### config.mk
export PLATFORM = sky130hd
export DESIGN_NAME = spi_bridge_top
export DESIGN_NICKNAME = d
export VERILOG_FILES = /design/src/rtl/spi_reg_pkg.sv /design/src/rtl/spi_master.sv /design/src/rtl/spi_cmd_queue.sv /design/src/rtl/apb_spi_regs.sv /design/src/rtl/spi_bridge_top.sv
export SDC_FILE = /design/constraint.sdc
export NUM_CORES = 1
export LEC_CHECK = 0
export BUFFER_PORTS_ARGS = -buffer_cell sky130_fd_sc_hd__buf_2
export CORE_MARGIN = 2
export CORE_UTILIZATION = 57
export DETAILED_ROUTE_END_ITERATION = 16
export GPL_TIMING_DRIVEN = 0
export PLACE_DENSITY = 0.78
export SLEW_MARGIN = 20
export SYNTH_ARGS = -nofsm -noshare
export SYNTH_HDL_FRONTEND = slang
export SYNTH_SLANG_ARGS = --single-unit
export TNS_END_PERCENT = 50
### constraint.sdc
create_clock -name clk -period 3.65 [get_ports clk]
set_input_delay 0.73 -clock clk [delete_from_list [all_inputs] [get_ports clk]]
set_output_delay 0.73 -clock clk [all_outputs]
set_load 0.05 [all_outputs]
### src/rtl/spi_reg_pkg.sv
`default_nettype none

package spi_reg_pkg;

	localparam int addr_bits = 15;
	localparam int data_bits = 8;
	localparam int frame_bits = 1 + addr_bits + data_bits;
	localparam int sck_half = 4; // One SPI bit is 2*(sck_half+1) clocks.
	localparam int queue_depth = 4;

	localparam int half_cnt_bits = $clog2(sck_half + 1);
	localparam int bit_cnt_bits = $clog2(frame_bits + 1);
	localparam int ptr_bits = $clog2(queue_depth);
	localparam int count_bits = $clog2(queue_depth + 1);

	localparam logic [31:0] reg_cmd = 32'h0;
	localparam logic [31:0] reg_status = 32'h4;
	localparam logic [31:0] reg_rdata = 32'h8;

	typedef struct packed {
		logic rw; // High for a read frame.
		logic [addr_bits-1:0] addr;
		logic [data_bits-1:0] data;
	} spi_frame_t;

	typedef union packed {
		spi_frame_t fields;
		logic [frame_bits-1:0] raw;
	} spi_frame_u;

	typedef struct packed {
		logic [addr_bits-1:0] addr;
		logic [data_bits-1:0] data;
	} spi_result_t;

	// Overrun sits in bit 3 so that writing bit 3 of the status word clears it.
	typedef struct packed {
		logic overrun;
		logic rd_valid;
		logic queue_full;
		logic busy;
	} bridge_status_t;

endpackage

`default_nettype wire

### src/rtl/spi_master.sv
`timescale 1ns/1ps
`default_nettype none

module spi_master import spi_reg_pkg::*; (
	input logic clk,
	input logic reset,
	input logic not_empty,
	input spi_frame_u head,
	output logic take,
	output logic busy,
	output logic result_valid,
	output spi_result_t result,
	output logic cs_n,
	output logic sck,
	output logic sdio_out,
	output logic sdio_oe,
	input logic sdio_in
);

	logic active; // Chip select is low.
	logic lead; // First half-period of the frame, sck held low.
	logic done;
	logic tick;
	logic rise;
	logic fall;
	logic last;
	logic [half_cnt_bits-1:0] half_cnt;
	logic [bit_cnt_bits-1:0] rise_cnt; // Rising edges issued so far.
	spi_frame_u cmd;
	spi_frame_u shreg;
	logic [data_bits-1:0] rx;

	assign take = ~busy & not_empty;
	assign tick = active & (half_cnt == '0);

	// Edge decode for the half-period that ends on this clock.
	assign rise = tick & ~lead & ~sck;
	assign last = tick & sck & (rise_cnt == bit_cnt_bits'(frame_bits));
	assign fall = tick & sck & ~last;

	assign sdio_out = shreg.raw[frame_bits-1]; // MSB first.

	always_ff @(posedge clk) begin
		if (reset) begin
			busy <= 1'b0;
			active <= 1'b0;
			lead <= 1'b0;
			done <= 1'b0;
			result_valid <= 1'b0;
			cs_n <= 1'b1;
			sck <= 1'b0;
			sdio_oe <= 1'b0;
			half_cnt <= '0;
			rise_cnt <= '0;
		end else begin
			result_valid <= done & cmd.fields.rw;
			done <= 1'b0;
			if (done) begin
				busy <= 1'b0;
			end
			if (take) begin
				busy <= 1'b1;
				active <= 1'b1;
				lead <= 1'b1;
				cs_n <= 1'b0;
				sdio_oe <= 1'b1;
				half_cnt <= half_cnt_bits'(sck_half);
				rise_cnt <= '0;
			end else if (active) begin
				half_cnt <= tick ? half_cnt_bits'(sck_half) : half_cnt - 1'b1;
				if (tick && lead) begin
					lead <= 1'b0;
				end
				if (rise) begin
					sck <= 1'b1;
					rise_cnt <= rise_cnt + 1'b1;
				end
				if (fall) begin
					sck <= 1'b0;
					// Turn the line around once rw and the address are out.
					if (cmd.fields.rw && rise_cnt == bit_cnt_bits'(addr_bits + 1)) begin
						sdio_oe <= 1'b0;
					end
				end
				if (last) begin
					sck <= 1'b0;
					cs_n <= 1'b1;
					sdio_oe <= 1'b0;
					active <= 1'b0;
					done <= 1'b1;
				end
			end
		end
	end

	always_ff @(posedge clk) begin
		if (take) begin
			cmd <= head;
			shreg <= head;
		end else if (fall) begin
			shreg.raw <= {shreg.raw[frame_bits-2:0], 1'b0}; // Next bit on the falling edge.
		end
		if (rise && cmd.fields.rw && rise_cnt >= bit_cnt_bits'(addr_bits + 1)) begin
			rx <= {rx[data_bits-2:0], sdio_in};
		end
		if (done) begin
			result.addr <= cmd.fields.addr;
			result.data <= rx;
		end
	end

endmodule

`default_nettype wire

### src/rtl/spi_cmd_queue.sv
`timescale 1ns/1ps
`default_nettype none

module spi_cmd_queue import spi_reg_pkg::*; (
	input logic clk,
	input logic reset,
	input logic push,
	input spi_frame_u push_frame,
	output logic full,
	output logic not_empty,
	output spi_frame_u head,
	input logic take
);

	spi_frame_u mem [queue_depth];
	logic [ptr_bits-1:0] wr_ptr;
	logic [ptr_bits-1:0] rd_ptr;
	logic [count_bits-1:0] count;
	logic do_push;
	logic do_take;

	assign full = (count == count_bits'(queue_depth));
	assign not_empty = (count != '0);
	assign head = mem[rd_ptr];

	assign do_push = push & ~full; // Pushes while full are dropped here.
	assign do_take = take & not_empty;

	always_ff @(posedge clk) begin
		if (reset) begin
			wr_ptr <= '0;
			rd_ptr <= '0;
			count <= '0;
		end else begin
			if (do_push) begin
				wr_ptr <= (wr_ptr == ptr_bits'(queue_depth - 1)) ? '0 : wr_ptr + 1'b1;
			end
			if (do_take) begin
				rd_ptr <= (rd_ptr == ptr_bits'(queue_depth - 1)) ? '0 : rd_ptr + 1'b1;
			end
			case ({do_push, do_take})
				2'b10: count <= count + 1'b1;
				2'b01: count <= count - 1'b1;
				default: count <= count;
			endcase
		end
	end

	always_ff @(posedge clk) begin
		if (do_push) begin
			mem[wr_ptr] <= push_frame;
		end
	end

endmodule

`default_nettype wire

### src/rtl/apb_spi_regs.sv
`timescale 1ns/1ps
`default_nettype none

module apb_spi_regs import spi_reg_pkg::*; (
	input logic clk,
	input logic reset,
	input logic [31:0] paddr,
	input logic [31:0] pwdata,
	input logic psel,
	input logic penable,
	input logic pwrite,
	output logic [31:0] prdata,
	output logic pready,
	output logic pslverr,
	output logic push,
	output spi_frame_u push_frame,
	input logic full,
	input logic busy,
	input logic result_valid,
	input spi_result_t result
);

	logic access;
	logic cmd_wr;
	logic status_wr;
	logic rdata_rd;
	logic rd_valid;
	logic overrun;
	spi_result_t result_q;
	bridge_status_t status;

	assign pready = 1'b1; // No wait states.
	assign access = psel & penable;

	assign cmd_wr = access & pwrite & (paddr == reg_cmd);
	assign status_wr = access & pwrite & (paddr == reg_status);
	assign rdata_rd = access & ~pwrite & (paddr == reg_rdata);

	// The queue's full flag is the only back-pressure on command writes.
	assign push = cmd_wr & ~full;
	assign push_frame.raw = pwdata[frame_bits-1:0];
	assign pslverr = cmd_wr & full;

	assign status.overrun = overrun;
	assign status.rd_valid = rd_valid;
	assign status.queue_full = full;
	assign status.busy = busy;

	always_ff @(posedge clk) begin
		if (reset) begin
			rd_valid <= 1'b0;
			overrun <= 1'b0;
		end else begin
			if (result_valid) begin
				rd_valid <= 1'b1; // A new result wins over a read in the same cycle.
			end else if (rdata_rd) begin
				rd_valid <= 1'b0;
			end
			if (cmd_wr && full) begin
				overrun <= 1'b1;
			end else if (status_wr && pwdata[3]) begin
				overrun <= 1'b0;
			end
		end
	end

	always_ff @(posedge clk) begin
		if (result_valid) begin
			result_q <= result;
		end
	end

	always_comb begin
		prdata = '0;
		if (psel && !pwrite) begin
			case (paddr)
				reg_status: prdata = {{(32 - $bits(bridge_status_t)){1'b0}}, status};
				reg_rdata: prdata = {{(32 - $bits(spi_result_t)){1'b0}}, result_q};
				default: prdata = '0;
			endcase
		end
	end

endmodule

`default_nettype wire

### src/rtl/spi_bridge_top.sv
`timescale 1ns/1ps
`default_nettype none

module spi_bridge_top import spi_reg_pkg::*; (
	input logic clk,
	input logic reset,
	input logic [31:0] paddr,
	input logic psel,
	input logic penable,
	input logic pwrite,
	input logic [31:0] pwdata,
	output logic [31:0] prdata,
	output logic pready,
	output logic pslverr,
	output logic cs_n,
	output logic sck,
	output logic sdio_out,
	output logic sdio_oe,
	input logic sdio_in
);

	logic push;
	spi_frame_u push_frame;
	logic full;
	logic not_empty;
	spi_frame_u head;
	logic take;
	logic busy;
	logic result_valid;
	spi_result_t result;

	apb_spi_regs u_regs (
		.clk(clk),
		.reset(reset),
		.paddr(paddr),
		.pwdata(pwdata),
		.psel(psel),
		.penable(penable),
		.pwrite(pwrite),
		.prdata(prdata),
		.pready(pready),
		.pslverr(pslverr),
		.push(push),
		.push_frame(push_frame),
		.full(full),
		.busy(busy),
		.result_valid(result_valid),
		.result(result)
	);

	spi_cmd_queue u_queue (
		.clk(clk),
		.reset(reset),
		.push(push),
		.push_frame(push_frame),
		.full(full),
		.not_empty(not_empty),
		.head(head),
		.take(take)
	);

	spi_master u_master (
		.clk(clk),
		.reset(reset),
		.not_empty(not_empty),
		.head(head),
		.take(take),
		.busy(busy),
		.result_valid(result_valid),
		.result(result),
		.cs_n(cs_n),
		.sck(sck),
		.sdio_out(sdio_out),
		.sdio_oe(sdio_oe),
		.sdio_in(sdio_in)
	);

endmodule

`default_nettype wire

==> results of run 1 <==
[layout by cell type, fill, tap and decap left out, drive strengths merged, types with 5 or more instances in the layout]
cell | netlist | final
a21oi | 14 | 14
edfxtp | 190 | 190
ha | 10 | 10
buf | 18 | 108
and2 | 7 | 7
dfxtp | 27 | 27
nor2 | 15 | 15
conb | 2 | 10
mux4 | 24 | 24
clkbuf | 15 | 38
nor3 | 31 | 31
nand2b | 5 | 5
xor2 | 5 | 5
nand2 | 78 | 78
nor4 | 8 | 8
inv | 33 | 34
bufinv | 0 | 8
nand3 | 5 | 5
[sequential cells by signal (all words and copies together), names as in the netlist, 2 cells and up, named ones only]
signal	flops
u_master.shreg	24
u_master.rx	8
u_master.result	23
u_master.cmd	16
u_master.rise_cnt	5
u_master.half_cnt	3
u_queue.count	3
u_regs.result_q	23
u_queue.rd_ptr	2
u_queue.mem	96
u_queue.wr_ptr	2
[how the worst min path moves through the flow]
stage | endpoint | cells after the start | from | slack [ns]
6_report | u_master.result[19]$_DFFE_PP_ | 0 | u_master.cmd[19]$_DFFE_PP_ | 0.42
3_5_place_dp | u_master.result[19]$_DFFE_PP_ | 0 | u_master.cmd[19]$_DFFE_PP_ | 0.40
3_3_place_gp | u_regs.result_q[1]$_DFFE_PP_ | 0 | u_master.result[1]$_DFFE_PP_ | 0.40
5_1_grt | u_master.result[12]$_DFFE_PP_ | 0 | u_master.cmd[12]$_DFFE_PP_ | 0.42
4_1_cts | u_master.result[19]$_DFFE_PP_ | 0 | u_master.cmd[19]$_DFFE_PP_ | 0.42
2_1_floorplan | u_master.result[10]$_DFFE_PP_ | 0 | u_master.cmd[10]$_DFFE_PP_ | 0.40
[per-layer routing]
layer,share of wire,routed length [um],GRT usage
met1,0.41,5750,0.235
met2,0.52,7300,0.319
met3,0.068,958,0.0321
met4,0.010,147,0.0458
met5,0,0,0
[power groups by stage]
| stage | clock network [uW] | logic (uW) | registers (uW) |
|---|---|---|---|
| 4_1_cts | 2530 | 94.6 | 2680 |
| 3_5_place_dp | 0 | 94.2 | 2730 |
| 5_1_grt | 2630 | 102 | 2670 |
| 2_1_floorplan | 0 | 46.1 | 2730 |
| 3_3_place_gp | 0 | 90.1 | 2730 |
| 6_report | 2490 | 94.7 | 2680 |
[cells by family (layout without fill, tap and decap cells)]
kind of cell,after synthesis,after routing,synth area share
AOI/OAI and AO/OA,29,29,0.0213
muxes,28,28,0.0693
other,2,11,0.000893
and+or+nand+nor,166,166,0.104
DFF,217,217,0.743
xor gates and xnor gates,6,6,0.00625
adders and majority gates,11,11,0.0173
buffers and inverters,66,193,0.0385
[final cells by class]
cell class / count / area [sq um]
diodes: 1 / 2.50
plain buffers: 33 / 201
clock buffers: 23 / 543
clock inverters: 14 / 278
fillers: 939 / 4510
inverters: 33 / 124
multi-input cells: 250 / 1880
flip-flops and latches: 217 / 6250
well taps: 184 / 230
repair buffers: 90 / 455
[what timing repair did]
item	in CTS	in global routing
resized for setup	0	0
endpoints found under the hold margin	0	0
setup buffers	0	2
endpoints found under the setup margin	0	16
hold buffers	0	0
[cell usage after synthesis (10+ instances only)]
| cell type | n |
|---|---|
| ha_1 | 10 |
| edfxtp_1 | 190 |
| inv_1 | 32 |
| clkbuf_1 | 15 |
| nor3_2 | 15 |
| dfxtp_1 | 27 |
| nor3_1 | 15 |
| a21oi_1 | 14 |
| buf_4 | 10 |
| mux4_2 | 24 |
| nand2_1 | 78 |
| nor2_1 | 15 |
[through the flow]
stage	power, uW	hold WS, ns
6_report	5260	0.417
5_1_grt	5410	0.418
4_1_cts	5300	0.416
3_5_place_dp	2820	0.405
3_3_place_gp	2820	0.403
2_1_floorplan	2780	0.400
[worst reg2reg max path, stage by stage, from the launching register on]
cell and delay (ns):
dfxtp_1 0.43, nor3_1 0.09, or2_2 0.29, clkbuf_1 0.17, clkbuf_1 0.31, inv_1 0.12
ha_1 0.19, inv_1 0.06, fa_1 0.38, xor2_1 0.15, or3_1 0.32, a21oi_1 0.14
==> results.py, run 1 <==
metrics = {
    "critical_path": {
        "required_ns": 2.92,
        "cp_top_family": "simple AND/OR/NAND/NOR gates",
        "crit_path_start": "paddr[26]",
        "r2r-end": "u_queue.count[2]$_SDFFE_PP0P_",
        "reg2reg_depth": 11,
        "crit_cells": 8,
        "arrival_ns": 2.70,
        "max_stage_delay_ns": 0.61,
        "critPathKind": "primary input to output pin",
        "start_kind": "primary input",
        "slowest_stage": "or4b_1",
        "crit_path_cell_trace": "buf_2 > nor4_1 > nand4_1 > or4b_1 > buf_6 > buf_12 > nor3_2 > buf_2",
        "crit_top_cell": "buf_2",
        "endpoint_kind": "output pin",
        "crit_fanout": 10,
        "r2r_slack_ns": 0.94,
        "path_buf_inv": 4,
        "r2r_start": "u_queue.count[0]$_SDFFE_PP0P_",
        "crit_path_end": "prdata[12]",
    },
    "finish": {
        "postLayoutCoreUtil": 0.688,
        "instances_no_fill": 845,
        "syn_to_final_growth_pct": 18.5,
        "drive_gt1_frac": 0.294,
        "final_nets": 727,
        "final_area_sq_mm": 0.00996,
    },
    "run": {
        "drv_cap": 0,
    },
    "logic_synthesis": {
        "synth.distinct_cells": 50,
        "syn-cell-area_sq_mm": 0.00841,
        "yosysSeqAreaShare": 0.743,
        "syn-instance-count": 525,
        "ys_ff_latch": 217,
        "async_reset_ff_frac": 0,
        "yosys.area.top_type": "edfxtp_1",
        "synth_edf_count": 190,
        "synth_area_leaders": "edfxtp_1 68%, dfxtp_1 6.4%, mux4_2 6.4%, nand2_1 3.5%, nor3_2 1.8%",
        "synth_top_area_share": 0.679,
        "synthFlopType": "edfxtp_1",
        "syn_area_per_cell_sq_um": 16.0,
        "ys_warn_count": 0,
    },
    "clock_tree": {
        "htreeDepth": 1,
        "clkLatencyLatePin_ns": 0.48,
        "cts_root_buf": "clkbuf_16",
        "cts_tree": "done",
        "cts_inserted_buffers": 21,
        "clock_path_buffers": 3,
        "clk_pin_slew_ns": 0.06,
        "numClockSinks": 217,
    },
    "sta": {
        "rsz0062_at_grt": "no",
        "tightest_slew_ns": 0.956,
        "slew_headroom": 0.362,
        "hold_viol": 0,
        "setup_viol": 0,
        "period_share": 0.940,
        "fin_skew_ns": 0.00785,
        "slew_violations": 0,
        "setup-tns-final_ns": 0,
        "fmax_ghz": 0.292,
        "setup_ws_ns": 0.220,
        "min_period_ns": 3.43,
    },
    "floorplanning": {
        "rows": 44,
        "dieArea_sq_mm": 0.0157,
        "start_util": 0.581,
        "die_x_um": 125,
        "die-height_um": 125,
        "io_pins": 108,
        "core_area_sq_mm": 0.0145,
    },
    "power_and_ir_drop": {
        "p_leak_uw": 0.00359,
        "power_switching_uw": 911,
        "switching_share": 0.173,
        "combPwrFrac": 0.018,
        "clkPwrFrac": 0.474,
        "ir_worst_vdd_mv": 0.460,
        "power_per_cell_area_mw_per_mm2": 528,
        "p_int_uw": 4350,
        "seqPwrFrac": 0.508,
    },
    "route": {
        "via_per_inst": 5.36,
        "wl_per_cell_um": 16.8,
        "first_pass_iters": 4,
        "drt_iter0_markers": 213,
        "drc": 0,
        "wl_um": 14200,
        "dr_total_vias": 4525,
        "antenna_left": 0,
    },
    "place": {
        "place_hpwl_um": 9150,
        "dp.cells": 805,
        "placed_cell_area_sq_mm": 0.00913,
        "pre_cts_slack_ns": 0.131,
        "routabilityCongestion": 0.800,
        "io_buffer_count": 88,
    },
    "global_route": {
        "grt_start_max_net_pins": 26,
        "track_usage": 0.181,
        "grt_pass1_wl_um": 22700,
        "grt_pass1_vias": 4488,
        "grt_overflow_total": 0,
        "antenna_found_initial": 0,
    },
    "outcome": {
        "status": "finished clean",
    },
    "worst_hold_path": {
        "min_path_type": "flop to flop",
    },
}
Power figures use the tool's default switching activity.
==> inputs of run 2 (changes only) <==
- CORE_MARGIN: 2 -> default
- PLACE_DENSITY: 0.78 -> 0.79
==> results.py, run 2 (same netlist as run 1, synthesis figures left out) <==
metrics = {
    "global_route": {
        "grt_pass1_vias": 4319,
        "grt_start_max_net_pins": 26,
        "grt_pass1_wl_um": 20700,
        "antenna_found_initial": 0,
        "track_usage": 0.180,
        "grt_overflow_total": 0,
    },
    "route": {
        "drc": 0,
        "via_per_inst": 5.40,
        "dr_total_vias": 4550,
        "drt_iter0_markers": 266,
        "first_pass_iters": 4,
        "wl_per_cell_um": 16.1,
        "wl_um": 13600,
        "antenna_left": 0,
    },
    "finish": {
        "postLayoutCoreUtil": 0.678,
        "antenna_cells": 0,
        "final_common_cell": "edfxtp_1",
        "drive_gt1_frac": 0.285,
        "largest_register_ffs": 96,
        "layout_common_cells": "190 x edfxtp_1, 91 x buf_2, 78 x nand2_1",
        "top_register": "u_queue.mem",
        "final_nets": 727,
        "syn_to_final_growth_pct": 16.8,
        "top_regs": "u_queue.mem: 96 flops, u_master.shreg: 24 flops",
    },
    "clock_tree": {
        "post_cts_buffers": 0,
        "numClockSinks": 217,
        "clk_pin_slew_ns": 0.06,
        "postCtsHoldBufs": 0,
        "cts_inserted_buffers": 22,
        "cts_tree": "done",
        "clkLatencyLatePin_ns": 0.49,
        "cts_resized": 0,
        "cts_root_buf": "clkbuf_16",
        "htreeDepth": 1,
        "clock_path_buffers": 3,
    },
    "critical_path": {
        "start_kind": "primary input",
        "endpoint_kind": "output pin",
        "arrival_ns": 2.62,
        "critPathKind": "primary input to output pin",
        "reg2reg_depth": 11,
        "required_ns": 2.92,
        "crit_fanout": 10,
    },
    "sta": {
        "slew_violations": 0,
        "slew_headroom": 0.355,
        "fmax_ghz": 0.298,
        "hold_viol": 0,
        "tightest_slew_ns": 0.966,
        "fin_skew_ns": 0.0115,
        "setup_viol": 0,
        "setup-tns-final_ns": 0,
        "whs_ns": 0.418,
        "period_share": 0.918,
        "rsz0062_at_grt": "no",
        "min_period_ns": 3.35,
    },
    "worst_hold_path": {
        "min_path_type": "flop to flop",
        "holdPathStages": 0,
    },
    "power_and_ir_drop": {
        "total_power_uw": 4860,
        "switching_share": 0.184,
        "power_switching_uw": 894,
        "power_per_cell_area_mw_per_mm2": 495,
        "combPwrFrac": 0.019,
        "clkPwrFrac": 0.430,
        "p_int_uw": 3970,
        "p_leak_uw": 0.00353,
        "ir_worst_vdd_mv": 0.438,
        "seqPwrFrac": 0.550,
    },
    "run": {
        "drv_cap": 0,
    },
    "floorplanning": {
        "die-height_um": 123,
        "rows": 44,
        "start_util": 0.581,
        "dieArea_sq_mm": 0.0152,
        "core_area_sq_mm": 0.0145,
        "io_pins": 108,
        "die_x_um": 123,
    },
    "place": {
        "io_buffer_count": 88,
        "place_hpwl_um": 9130,
        "routabilityCongestion": 0.782,
    },
    "outcome": {
        "status": "finished clean",
    },
}
## run 2: worst paths after layout
check	startpoint	endpoint	slack, ns
hold / removal	u_master.result[5]$_DFFE_PP_	u_regs.result_q[5]$_DFFE_PP_	0.42
hold reg to reg	u_master.result[5]$_DFFE_PP_	u_regs.result_q[5]$_DFFE_PP_	0.42
setup / recovery	paddr[1]	prdata[0]	0.30
setup reg to reg	u_queue.count[0]$_SDFFE_PP0P_	u_queue.count[2]$_SDFFE_PP0P_	1.00
## run 2: final cells by class
| class | instances | area [sq um] |
|---|---|---|
| plain buffers | 33 | 200 |
| clock buffers | 31 | 626 |
| clock inverters | 6 | 55.1 |
| flip-flops and latches | 217 | 6250 |
| well taps | 184 | 230 |
| multi-input cells | 250 | 1880 |
| repair buffers | 89 | 452 |
| inverters | 33 | 124 |
| fillers | 953 | 4660 |
## run 2: power groups by stage
| stage | clock network, uW | logic (uW) | registers (uW) |
|---|---|---|---|
| global route | 2220 | 104 | 2670 |
| detailed placement | 0 | 94.7 | 2730 |
| CTS | 2120 | 94.9 | 2680 |
| global placement | 0 | 89.8 | 2730 |
| finish | 2090 | 94.8 | 2680 |
| floorplan | 0 | 46.1 | 2730 |
## run 2: per-layer routing
layer / global-route usage / part of all wire
met5: 0 / 0
met4: 0.0527 / 0.020
met3: 0.0337 / 0.065
met2: 0.321 / 0.50
met1: 0.225 / 0.41
## run 2: stage by stage
stage,cells,setup WS [ns],instance area [sq um]
4_1_cts,843,0.279,9820
2_1_floorplan,533,-0.00783,8440
5_1_grt,843,0.172,9820
3_5_place_dp,806,0.220,9140
6_report,843,0.298,9820
3_3_place_gp,805,-0.389,9110
## run 2: critical path, cell delays in order
cell and delay, ns:
buf_2 0.09, nor4_1 0.27, nand4_1 0.25, or4b_1 0.58, buf_6 0.16, buf_8 0.14, nor2_1 0.12, buf_2 0.28
